**config.mk**
```make
export PLATFORM = sky130hd
export DESIGN_NAME = wh_dma_top
export DESIGN_NICKNAME = d
export VERILOG_FILES = /design/src/design/wh_dma_pkg.sv /design/src/design/dma_if.sv /design/src/design/wh_flit_fifo.sv /design/src/design/wh_to_dma_stream.sv /design/src/design/dma_burst_mem.sv /design/src/design/wh_dma_top.sv
export SDC_FILE = /design/constraint.sdc
export NUM_CORES = 2
export LEC_CHECK = 0
export BUFFER_PORTS_ARGS = -buffer_cell sky130_fd_sc_hd__buf_2
export CAP_MARGIN = 10
export CORE_AREA = 2 2 543 599
export CTS_CLUSTER_SIZE = 28
export DETAILED_ROUTE_END_ITERATION = 12
export DIE_AREA = 0 0 545 601
export PLACE_DENSITY = 0.44
export RECOVER_POWER = 100
export SLEW_MARGIN = 10
export SYNTH_ARGS = -nofsm -noshare
export SYNTH_HDL_FRONTEND = slang
export SYNTH_SLANG_ARGS = --single-unit
```
**constraint.sdc**
```tcl
create_clock -name clk_i -period 6.5 [get_ports clk_i]
set_input_delay 0.325 -clock clk_i [delete_from_list [all_inputs] [get_ports clk_i]]
set_output_delay 0.325 -clock clk_i [all_outputs]
set_load 0.005 [all_outputs]
```
**src/design/wh_dma_pkg.sv**
```systemverilog
// wormhole to DMA bridge shared definitions
// flit and DMA field types plus the header flit layout
package wh_dma_pkg;

  localparam int flit_width_c = 32;

  // one link flit, also one DMA data word
  typedef logic [flit_width_c-1:0] flit_t;

  // DMA byte address, low bits of the address flit
  typedef logic [27:0] addr_t;

  // network coordinate and requester channel id
  typedef logic [7:0] cord_t;
  typedef logic [3:0] cid_t;

  // flits following a header
  typedef logic [3:0] len_t;

  // header flit layout, bits 31:29 are unused
  localparam int hdr_cord_lsb_c = 0;
  localparam int hdr_cord_msb_c = 7;

  localparam int hdr_len_lsb_c = 8;
  localparam int hdr_len_msb_c = 11;

  localparam int hdr_cid_lsb_c = 12;
  localparam int hdr_cid_msb_c = 15;

  // where the response has to go back to
  localparam int hdr_src_cord_lsb_c = 16;
  localparam int hdr_src_cord_msb_c = 23;

  localparam int hdr_src_cid_lsb_c = 24;
  localparam int hdr_src_cid_msb_c = 27;

  // set for a write packet, clear for a read
  localparam int hdr_wnr_bit_c = 28;

endpackage

```
**src/design/dma_if.sv**
```systemverilog
// cache DMA bundle between the converter and the burst memory
// command, write data and read data channels
`timescale 1ns/1ps

interface dma_if;

  // command, yumi from the memory
  logic                 pkt_v;
  logic                 pkt_write;
  wh_dma_pkg::addr_t    pkt_addr;
  logic                 pkt_yumi;

  // write data toward the memory
  wh_dma_pkg::flit_t    wdata;
  logic                 wdata_v;
  logic                 wdata_yumi;

  // read data back, ready and valid
  wh_dma_pkg::flit_t    rdata;
  logic                 rdata_v;
  logic                 rdata_ready;

  modport conv (
    output pkt_v, pkt_write, pkt_addr,
    input  pkt_yumi,
    output wdata, wdata_v,
    input  wdata_yumi,
    input  rdata, rdata_v,
    output rdata_ready
  );

  modport mem (
    input  pkt_v, pkt_write, pkt_addr,
    output pkt_yumi,
    input  wdata, wdata_v,
    output wdata_yumi,
    output rdata, rdata_v,
    input  rdata_ready
  );

endinterface

```
**src/design/wh_flit_fifo.sv**
```systemverilog
// input flit buffer for the request link
// ready and valid on the input, valid then yumi on the output
`timescale 1ns/1ps

module wh_flit_fifo #(
  parameter int fifo_depth_p = 4
) (
  input  logic              clk_i,
  input  logic              reset_i,

  input  wh_dma_pkg::flit_t flit_i,
  input  logic              v_i,
  output logic              ready_o,

  output wh_dma_pkg::flit_t flit_o,
  output logic              v_o,
  input  logic              yumi_i
);

  localparam int ptr_w_lp = (fifo_depth_p > 1) ? $clog2(fifo_depth_p) : 1;
  localparam int cnt_w_lp = $clog2(fifo_depth_p + 1);

  wh_dma_pkg::flit_t     buf_r [fifo_depth_p];
  logic [ptr_w_lp-1:0]   wptr_r;
  logic [ptr_w_lp-1:0]   rptr_r;
  logic [cnt_w_lp-1:0]   count_r;
  logic                  push;

  assign ready_o = (count_r != cnt_w_lp'(fifo_depth_p));
  assign v_o     = (count_r != '0);
  assign flit_o  = buf_r[rptr_r];
  assign push    = v_i & ready_o;

  // flit storage written on each push
  always_ff @(posedge clk_i) begin
    if (push) begin
      buf_r[wptr_r] <= flit_i;
    end
  end

  // pointers wrap at the depth, which need not be a power of two
  always_ff @(posedge clk_i) begin
    if (reset_i) begin
      wptr_r  <= '0;
      rptr_r  <= '0;
      count_r <= '0;
    end else begin
      if (push) begin
        wptr_r <= (wptr_r == ptr_w_lp'(fifo_depth_p - 1)) ? '0 : wptr_r + 1'b1;
      end
      if (yumi_i) begin
        rptr_r <= (rptr_r == ptr_w_lp'(fifo_depth_p - 1)) ? '0 : rptr_r + 1'b1;
      end
      count_r <= count_r + cnt_w_lp'(push) - cnt_w_lp'(yumi_i);
    end
  end

  // the converter may only pop a flit that is there
  a_yumi_needs_valid: assert property (
    @(posedge clk_i) disable iff (reset_i) yumi_i |-> v_o
  );

endmodule

```
**src/design/wh_to_dma_stream.sv**
```systemverilog
// wormhole packet to cache DMA converter
// send side turns request packets into DMA commands and write data,
// receive side wraps read bursts into response packets
`timescale 1ns/1ps

module wh_to_dma_stream #(
  parameter int burst_len_p = 4
) (
  input  logic              clk_i,
  input  logic              reset_i,

  input  wh_dma_pkg::flit_t flit_i,
  input  logic              flit_v_i,
  output logic              flit_yumi_o,

  dma_if.conv               dma,

  output wh_dma_pkg::flit_t rsp_flit_o,
  output logic              rsp_v_o,
  input  logic              rsp_ready_i
);

  localparam int cnt_w_lp = (burst_len_p > 1) ? $clog2(burst_len_p) : 1;
  localparam logic [cnt_w_lp-1:0] last_beat_lp = cnt_w_lp'(burst_len_p - 1);

  typedef enum logic [1:0] {
    SEND_RESET,
    SEND_READY,
    SEND_CMD,
    SEND_WDATA
  } send_state_e;

  typedef enum logic [1:0] {
    RECV_RESET,
    RECV_HEADER,
    RECV_FILL
  } recv_state_e;

  send_state_e           send_state_r, send_state_n;
  recv_state_e           recv_state_r, recv_state_n;
  logic                  wnr_r;
  logic                  read_pend_r;
  logic                  hdr_take;
  logic                  rd_issue;
  logic                  rd_done;
  logic [cnt_w_lp-1:0]   send_cnt_r;
  logic [cnt_w_lp-1:0]   recv_cnt_r;
  logic                  wbeat;
  logic                  rbeat;

  // single entry source table, the requester of the open read
  wh_dma_pkg::cord_t     src_cord_r;
  wh_dma_pkg::cid_t      src_cid_r;
  wh_dma_pkg::flit_t     rsp_hdr;

  // a new header waits while a read response is still owed, so the
  // table entry stays put until its header has gone out
  assign hdr_take = (send_state_r == SEND_READY) & flit_v_i & ~read_pend_r;
  assign rd_issue = (send_state_r == SEND_CMD) & dma.pkt_yumi & ~wnr_r;
  assign wbeat    = (send_state_r == SEND_WDATA) & dma.wdata_yumi;
  assign rbeat    = (recv_state_r == RECV_FILL) & dma.rdata_v & rsp_ready_i;
  assign rd_done  = rbeat & (recv_cnt_r == last_beat_lp);

  assign dma.pkt_write = wnr_r;
  assign dma.pkt_addr  = flit_i[$bits(wh_dma_pkg::addr_t)-1:0];
  assign dma.wdata     = flit_i;

  always_comb begin
    send_state_n = send_state_r;
    flit_yumi_o  = 1'b0;
    dma.pkt_v    = 1'b0;
    dma.wdata_v  = 1'b0;
    case (send_state_r)
      SEND_RESET: send_state_n = SEND_READY;
      SEND_READY: begin
        flit_yumi_o = hdr_take;
        if (hdr_take) begin
          send_state_n = SEND_CMD;
        end
      end
      // address flit leaves with the command
      SEND_CMD: begin
        dma.pkt_v   = flit_v_i;
        flit_yumi_o = dma.pkt_yumi;
        if (dma.pkt_yumi) begin
          send_state_n = wnr_r ? SEND_WDATA : SEND_READY;
        end
      end
      SEND_WDATA: begin
        dma.wdata_v = flit_v_i;
        flit_yumi_o = dma.wdata_yumi;
        if (wbeat && send_cnt_r == last_beat_lp) begin
          send_state_n = SEND_READY;
        end
      end
      default: send_state_n = SEND_RESET;
    endcase
  end

  always_ff @(posedge clk_i) begin
    if (hdr_take) begin
      src_cord_r <= flit_i[wh_dma_pkg::hdr_src_cord_msb_c:wh_dma_pkg::hdr_src_cord_lsb_c];
      src_cid_r  <= flit_i[wh_dma_pkg::hdr_src_cid_msb_c:wh_dma_pkg::hdr_src_cid_lsb_c];
    end
  end

  always_ff @(posedge clk_i) begin
    if (reset_i) begin
      send_state_r <= SEND_RESET;
      wnr_r        <= 1'b0;
      send_cnt_r   <= '0;
      read_pend_r  <= 1'b0;
    end else begin
      send_state_r <= send_state_n;
      if (hdr_take) begin
        wnr_r <= flit_i[wh_dma_pkg::hdr_wnr_bit_c];
      end
      if (wbeat) begin
        send_cnt_r <= (send_cnt_r == last_beat_lp) ? '0 : send_cnt_r + 1'b1;
      end
      if (rd_issue) begin
        read_pend_r <= 1'b1;
      end else if (rd_done) begin
        read_pend_r <= 1'b0;
      end
    end
  end

  // response header back to the requester
  always_comb begin
    rsp_hdr = '0;
    rsp_hdr[wh_dma_pkg::hdr_cord_msb_c:wh_dma_pkg::hdr_cord_lsb_c] = src_cord_r;
    rsp_hdr[wh_dma_pkg::hdr_cid_msb_c:wh_dma_pkg::hdr_cid_lsb_c]   = src_cid_r;
    rsp_hdr[wh_dma_pkg::hdr_len_msb_c:wh_dma_pkg::hdr_len_lsb_c] =
      wh_dma_pkg::len_t'(burst_len_p);
  end

  always_comb begin
    recv_state_n    = recv_state_r;
    rsp_v_o         = 1'b0;
    rsp_flit_o      = rsp_hdr;
    dma.rdata_ready = 1'b0;
    case (recv_state_r)
      RECV_RESET: recv_state_n = RECV_HEADER;
      // header goes out once the burst has started
      RECV_HEADER: begin
        rsp_v_o = dma.rdata_v;
        if (dma.rdata_v && rsp_ready_i) begin
          recv_state_n = RECV_FILL;
        end
      end
      RECV_FILL: begin
        rsp_v_o         = dma.rdata_v;
        rsp_flit_o      = dma.rdata;
        dma.rdata_ready = rsp_ready_i;
        if (rd_done) begin
          recv_state_n = RECV_HEADER;
        end
      end
      default: recv_state_n = RECV_RESET;
    endcase
  end

  always_ff @(posedge clk_i) begin
    if (reset_i) begin
      recv_state_r <= RECV_RESET;
      recv_cnt_r   <= '0;
    end else begin
      recv_state_r <= recv_state_n;
      if (rbeat) begin
        recv_cnt_r <= (recv_cnt_r == last_beat_lp) ? '0 : recv_cnt_r + 1'b1;
      end
    end
  end

  // len field has to be wide enough for the burst
  a_hdr_len_fits: assert property (
    @(posedge clk_i) disable iff (reset_i)
    (rsp_v_o && recv_state_r == RECV_HEADER) |->
      (rsp_flit_o[wh_dma_pkg::hdr_len_msb_c:wh_dma_pkg::hdr_len_lsb_c] >= burst_len_p)
  );

endmodule

```
**src/design/dma_burst_mem.sv**
```systemverilog
// burst memory behind the DMA port
// serves one read or write burst at a time from a word array
`timescale 1ns/1ps

module dma_burst_mem #(
  parameter int burst_len_p = 4,
  parameter int mem_words_p = 64
) (
  input  logic clk_i,
  input  logic reset_i,
  dma_if.mem   dma
);

  localparam int idx_w_lp = $clog2(mem_words_p);
  localparam int beat_w_lp = (burst_len_p > 1) ? $clog2(burst_len_p) : 1;
  localparam logic [beat_w_lp-1:0] last_beat_lp = beat_w_lp'(burst_len_p - 1);

  typedef enum logic [1:0] {
    MEM_IDLE,
    MEM_WRITE,
    MEM_READ
  } mem_state_e;

  mem_state_e             state_r;
  wh_dma_pkg::flit_t      mem_r [mem_words_p];
  logic [idx_w_lp-1:0]    cmd_idx;
  logic [idx_w_lp-1:0]    base_r;
  logic [idx_w_lp-1:0]    word_idx;
  logic [beat_w_lp-1:0]   beat_r;
  logic                   beat_last;

  // byte address to word index, aligned down to the burst
  assign cmd_idx = dma.pkt_addr[idx_w_lp+1:2] & ~idx_w_lp'(burst_len_p - 1);
  assign word_idx = base_r + idx_w_lp'(beat_r);
  assign beat_last = (beat_r == last_beat_lp);

  assign dma.pkt_yumi   = (state_r == MEM_IDLE) & dma.pkt_v;
  assign dma.wdata_yumi = (state_r == MEM_WRITE) & dma.wdata_v;
  assign dma.rdata_v    = (state_r == MEM_READ);
  assign dma.rdata      = mem_r[word_idx];

  always_ff @(posedge clk_i) begin
    if (reset_i) begin
      state_r <= MEM_IDLE;
      base_r  <= '0;
      beat_r  <= '0;
      for (int i = 0; i < mem_words_p; i++) begin
        mem_r[i] <= '0;
      end
    end else begin
      case (state_r)
        MEM_IDLE: begin
          if (dma.pkt_yumi) begin
            base_r  <= cmd_idx;
            beat_r  <= '0;
            state_r <= dma.pkt_write ? MEM_WRITE : MEM_READ;
          end
        end
        MEM_WRITE: begin
          if (dma.wdata_yumi) begin
            mem_r[word_idx] <= dma.wdata;
            beat_r <= beat_r + 1'b1;
            if (beat_last) begin
              state_r <= MEM_IDLE;
            end
          end
        end
        // word holds until the converter takes it
        MEM_READ: begin
          if (dma.rdata_ready) begin
            beat_r <= beat_r + 1'b1;
            if (beat_last) begin
              state_r <= MEM_IDLE;
            end
          end
        end
        default: state_r <= MEM_IDLE;
      endcase
    end
  end

  // write beats from the converter only ever arrive during a write burst
  a_wdata_only_in_write: assert property (
    @(posedge clk_i) disable iff (reset_i)
    dma.wdata_v |-> (state_r == MEM_WRITE)
  );

endmodule

```
**src/design/wh_dma_top.sv**
```systemverilog
// wormhole link to cache DMA bridge, top level
// input flit buffer, packet converter and burst memory
`timescale 1ns/1ps

module wh_dma_top #(
  parameter int burst_len_p  = 4,
  parameter int fifo_depth_p = 4,
  parameter int mem_words_p  = 64
) (
  input  logic              clk_i,
  input  logic              reset_i,

  // request link in
  input  wh_dma_pkg::flit_t req_flit_i,
  input  logic              req_v_i,
  output logic              req_ready_o,

  // response link out
  output wh_dma_pkg::flit_t rsp_flit_o,
  output logic              rsp_v_o,
  input  logic              rsp_ready_i
);

  wh_dma_pkg::flit_t buf_flit;
  logic              buf_v;
  logic              buf_yumi;

  dma_if dma_bus ();

  wh_flit_fifo #(
    .fifo_depth_p(fifo_depth_p)
  ) wh_flit_fifo_i (
    .clk_i  (clk_i),
    .reset_i(reset_i),
    .flit_i (req_flit_i),
    .v_i    (req_v_i),
    .ready_o(req_ready_o),
    .flit_o (buf_flit),
    .v_o    (buf_v),
    .yumi_i (buf_yumi)
  );

  wh_to_dma_stream #(
    .burst_len_p(burst_len_p)
  ) wh_to_dma_stream_i (
    .clk_i      (clk_i),
    .reset_i    (reset_i),
    .flit_i     (buf_flit),
    .flit_v_i   (buf_v),
    .flit_yumi_o(buf_yumi),
    .dma        (dma_bus.conv),
    .rsp_flit_o (rsp_flit_o),
    .rsp_v_o    (rsp_v_o),
    .rsp_ready_i(rsp_ready_i)
  );

  dma_burst_mem #(
    .burst_len_p(burst_len_p),
    .mem_words_p(mem_words_p)
  ) dma_burst_mem_i (
    .clk_i  (clk_i),
    .reset_i(reset_i),
    .dma    (dma_bus.mem)
  );

endmodule

```
* Word level (Yosys, flattened, before mapping) *
Memory sizes are Yosys's and may differ from the RTL's. A register that Yosys moved wholly into a read port is not among the register bits.
Index checks and enable logic that the tools add are counted.

word-level totals
  register bits = 37
  latch bits = 0
  memory bits (writable) = 2,176
  ROM bits = 0
  input bits = 36
  output and inout bits = 34
  memories kept = 2

operators by class
  $add $sub $neg = 8
  multipliers = 0
  div/mod/pow operators = 0
  magnitude comparators = 0
  eq/ne operators = 21
  shift operators = 0
  muxes and demuxes = 43
  bitwise logic cells = 13
  reduce and logical (&&, ||, !) cells = 15

memory list
  memory                 depth  width  read ports  clocked after Yosys merged registers in  wr ports  RTL line             RTL
  dma_burst_mem_i.mem_r  64     32     1           0                                        64        dma_burst_mem.sv:25  wh_dma_pkg::flit_t mem_r [mem_words_p];
  wh_flit_fifo_i.buf_r   4      32     1           1                                        1         wh_flit_fifo.sv:23   wh_dma_pkg::flit_t buf_r [fifo_depth_p];

operator list
  operator               count
  $mux W32               2
  $mux W2                20
  $reduce_or A32 Y1      1
  $eq A2 B2 Y1 const B   9
  $pmux W2 S3            3
  $mux W1                15
  $and A1 B1 Y1          11
  $add A2 B1 Y2 const B  5
  $ne A2 B1 Y1 const B   5
  $pmux W2 S4            1
  $add A6 B2 Y6          1
  $eq A2 B1 Y1 const B   3
  $logic_not A2 Y1       3
  $mux W6                1
  $ne A2 B2 Y1 const B   3
  $reduce_and A3 Y1      2
  $reduce_bool A3 Y1     2
  $reduce_and A2 Y1      2
  $reduce_and A4 Y1      1
  $add A3 B1 Y3          1
  $ne A3 B3 Y1 const B   1
  $pmux W1 S3            1
  $sub A3 B1 Y3          1
  $logic_and A1 B1 Y1    2
  3 further kinds        4

* Longest topological paths before layout *
  depth after elaboration = 9
  gate-level depth with buffers = 12
  gate-level depth less buffers = 11

* By module *
A second synthesis with hierarchy kept.

second synthesis, totals
  cells, all modules = 7,249
  area total of the unflattened synthesis = 100,371.3 µm²

by module, submodules not included
  module            times used  cells each  area each (µm²)  seq. area each (µm²)
  dma_burst_mem     1           6,853       93,517.2         61,659.1
  wh_flit_fifo      1           215         5,086.1          4,023.9
  wh_to_dma_stream  1           181         1,767.9          560.5

* Least setup slack after synthesis *
OpenSTA, ideal clock, no wires.

  kind = register to register
  start point = register dma_burst_mem_i.beat_r[0]
  end point = memory dma_burst_mem_i.mem_r[32][0] (netlist bit) (enable)
  setup time = 394 ps
  arrival = 2,342 ps
  path slack = 3,764 ps
  stages on the path, launching flop included = 8
  path buffers = 3
  period minus slack after synthesis = 2,736 ps
  cell sequence = dfxtp_1 > buf_6 > buf_6 > or2_2 > clkbuf_1 > nor3_4 > nand2_1 > nand2b_1

RTL lines
  element                 RTL line             RTL
  start, declared         dma_burst_mem.sv:29  logic [beat_w_lp-1:0] beat_r;
  start signal, assigned  dma_burst_mem.sv:62  beat_r <= beat_r + 1'b1;
  start signal, assigned  dma_burst_mem.sv:71  beat_r <= beat_r + 1'b1;
  end, declared           dma_burst_mem.sv:25

==> flow_summary.yaml <==
synthesis:
  syn_avg_cell_area_um2: 13.3
  ys_async_sr_fraction_pct: 0
  syn_area_um2: 96000
  ys_seq_area_share_pct: 69.0
  yosys_warnings: 0
  synth_edf_count: 2188
  yosys-top-cells-area: "edfxtp_1 68%, nor2_1 8.6%, mux2i_1 3.4%"
  syn_inst: 7233
  yosys.area.top_type: "edfxtp_1"
  synthFlopType: "edfxtp_1"
  yosysTopAreaCellShare_pct: 68.4
  synth_cell_type_count: 79
  synth_nets: 7292
  synth_seq_cells: 2215
global_routing:
  antenna_found_initial: 23
  grt_max_degree: 78
  grt-ovfl-total: 0
  grt_pass1_wl_mm: 557
  track_usage_pct: 24.6
  grt_pass1_vias: 62500
floorplan:
  die_y_um: 601
  ios: 70
  rows: 219
  die_area_um2: 328000
  start_util_pct: 29.8
  die_w_um: 545
  core-area_um2: 322000
power:
  p_leak_nw: 37.0
  max-vdd-ir-drop_v: 0.000257
  powerDensity_nw_per_um2: 324
worst_setup_path:
  cp_max_fo: 32
  crit_type: "flop to flop"
  critical_path_arrival_ns: 6.96
  slowest_delay_ns: 2.15
  required_ns: 7.00
  start_kind: "flop"
  critPathSlowestCell: "nor3_1"
  cp-end-kind: "flop"
  worstPathCellList: "buf_4, or2_1, nor3_1, nand2_1, nand2b_1, clkbuf_2"
sta:
  tns_ns: 0
  finalHoldViolCount: 0
  slew_headroom_pct: -121
  period_minus_slack_ns: 6.46
  finalWorstSetupSlack_ns: 0.0416
  fin_crit_sh_pct: 99.4
  worst_pin_slew_ns: 3.32
  whs_ns: 0.157
  rsz0062_at_grt: "false"
  setup_violations: 0
  finClkSkew_ns: 0.0984
  maxSlewViolCount: 3258
  fmax_mhz: 155
cts:
  post-cts-setup-buffers: 0
  clock_latency_ns: 0.96
  numCtsBuffers: 244
  cts_root_buf: "clkbuf_16"
  htree_levels: 4
  clock-sinks: 2215
  cts_tree: "built"
  ctsResizeCount: 0
  path_clk_slew_ns: 0.06
  clock_path_buffers: 4
layout:
  fillers: 31700
  final_common_cell: "nor2_1"
  final_cell_mix: "2199 x nor2_1, 2188 x edfxtp_1, 323 x mux2i_1, 245 x clkbuf_16, 201 x a221oi_1"
  areaGrowthSynthToFinish_pct: 13.2
  drive_gt1_share_pct: 13.4
  nets: 7240
drt:
  via_per_inst: 5.56
  drt_iter0_drc: 8983
  drc: 0
  postRouteAntennaNets: 0
  via_count: 65200
  drt-total-wl_mm: 413
  wire_per_inst_um: 35.2
  dr.pass1.iters: 8
flow_run:
  max-cap-violations: 100
placement:
  gp_congestion: 0.946
  portBuffers: 69
  dp_hpwl_mm: 249
  pre_cts_slack_ns: 1.50
worst_hold_path:
  hp-class: "input port to flop"
outcome:
  violations: "capacitance limit, slew limit"
  outcome: "finished with violations"
-- sequential cells by signal, summed over array words and instances, names as in the netlist, named ones only --
register / flops
dma_burst_mem_i.base_r: 4
dma_burst_mem_i.beat_r: 2
dma_burst_mem_i.mem_r: 2048
dma_burst_mem_i.state_r: 2
wh_flit_fifo_i.buf_r: 128
wh_flit_fifo_i.count_r: 3
wh_flit_fifo_i.rptr_r: 2
wh_flit_fifo_i.wptr_r: 2
wh_to_dma_stream_i.dma.pkt_write: 1
wh_to_dma_stream_i.read_pend_r: 1
wh_to_dma_stream_i.recv_cnt_r: 2
wh_to_dma_stream_i.recv_state_r: 2
wh_to_dma_stream_i.send_cnt_r: 2
wh_to_dma_stream_i.send_state_r: 2
wh_to_dma_stream_i.src_cid_r: 4
wh_to_dma_stream_i.src_cord_r: 8
-- critical path: cells and delay by family, from the launching register on --
kind,cells,cell delay (ns)
buf+inv,2,1.28
flops,1,0.58
simple gates,4,4.06
-- metal layers --
metal	GRT usage (%)	routed length, um	part of all wire [%]
met5	0	58	0.014
met4	12.9	25600	6.2
met3	4.70	36400	8.8
met2	38.1	188000	45
met1	32.7	163000	39
-- synth_stat cells, drive strengths merged (5+ instances only) --
library cell / count
buf: 424
or2: 5
a221o: 40
o22a: 20
nand3b: 6
a22oi: 138
mux4: 123
mux2i: 324
o2bb2ai: 14
o221ai: 19
nand2: 190
mux2: 186
a41oi: 5
o21ai: 181
nor3: 19
a222oi: 14
a21oi: 153
a221oi: 208
nor2b: 11
a211oi: 11
o32a: 5
o22ai: 102
o2111ai: 6
a22o: 42
a31oi: 14
o211ai: 12
clkbuf: 303
nand3: 38
edfxtp: 2188
and3: 11
and2: 5
dfxtp: 27
nor2: 2205
inv: 30
o41a: 11
nand2b: 69
nand4: 6
ha: 22
-- cell type report --
class	count	area [um^2]	area share, %
flip-flops and latches	2215	66300	61.0
multi-input cells	4260	26200	24.1
clock buffers	299	6360	5.86
well taps	4309	5390	4.96
repair buffers	429	2860	2.63
clock inverters	152	1420	1.31
inverters	31	131	0.121
diodes	19	47.5	0.0437
-- power breakdown --
group          internal, W  leakage [nW]  switching [W]
sequential          0.0162          22.6       0.000204
clock              0.00785          3.82        0.00604
combinational     0.000760          10.5        0.00412
total               0.0249          37.0         0.0104
-- worst paths after layout --
kind	startpoint	to	slack (ns)	cells after the start
max	dma_burst_mem_i.beat_r[0]	dma_burst_mem_i.mem_r[40][7]	0.04	6
min	req_flit_i[8]	wh_flit_fifo_i.buf_r[3][8]	0.16	2
max reg2reg	dma_burst_mem_i.beat_r[0]	dma_burst_mem_i.mem_r[40][7]	0.04	6
min reg2reg	wh_to_dma_stream_i.read_pend_r	wh_to_dma_stream_i.read_pend_r	0.49	2
-- metrics by stage --
stage               instance area, um^2  cells  power, W  util [%]
global route                     109000  11700    0.0360      33.7
CTS                              110000  11700    0.0354      34.1
detailed placement               102000  11200    0.0217      31.5
floorplan                         96000   7233    0.0189         -
finish                           109000  11700    0.0352      33.8
global placement                 101000  11200    0.0216      31.5
-- logic make-up (layout without fill, tap and decap cells) --
kind of cell,Yosys count,after routing,synth area share [%]
DFF,2215,2215,69.0
adders and majority gates,23,23,0.308
muxes,633,633,8.46
buffers and inverters,758,911,3.91
AOI/OAI and AO/OA,1023,1023,7.67
and+or+nand+nor,2579,2579,10.6
xor gates and xnor gates,2,2,0.0182
other,0,19,0
-- repair_timing --
item	4_1_cts	5_1_grt
setup endpoints to repair	0	0
hold endpoints to repair	147	0
hold buffers	35	0
No activity file was read; power rests on OpenSTA's default activity.
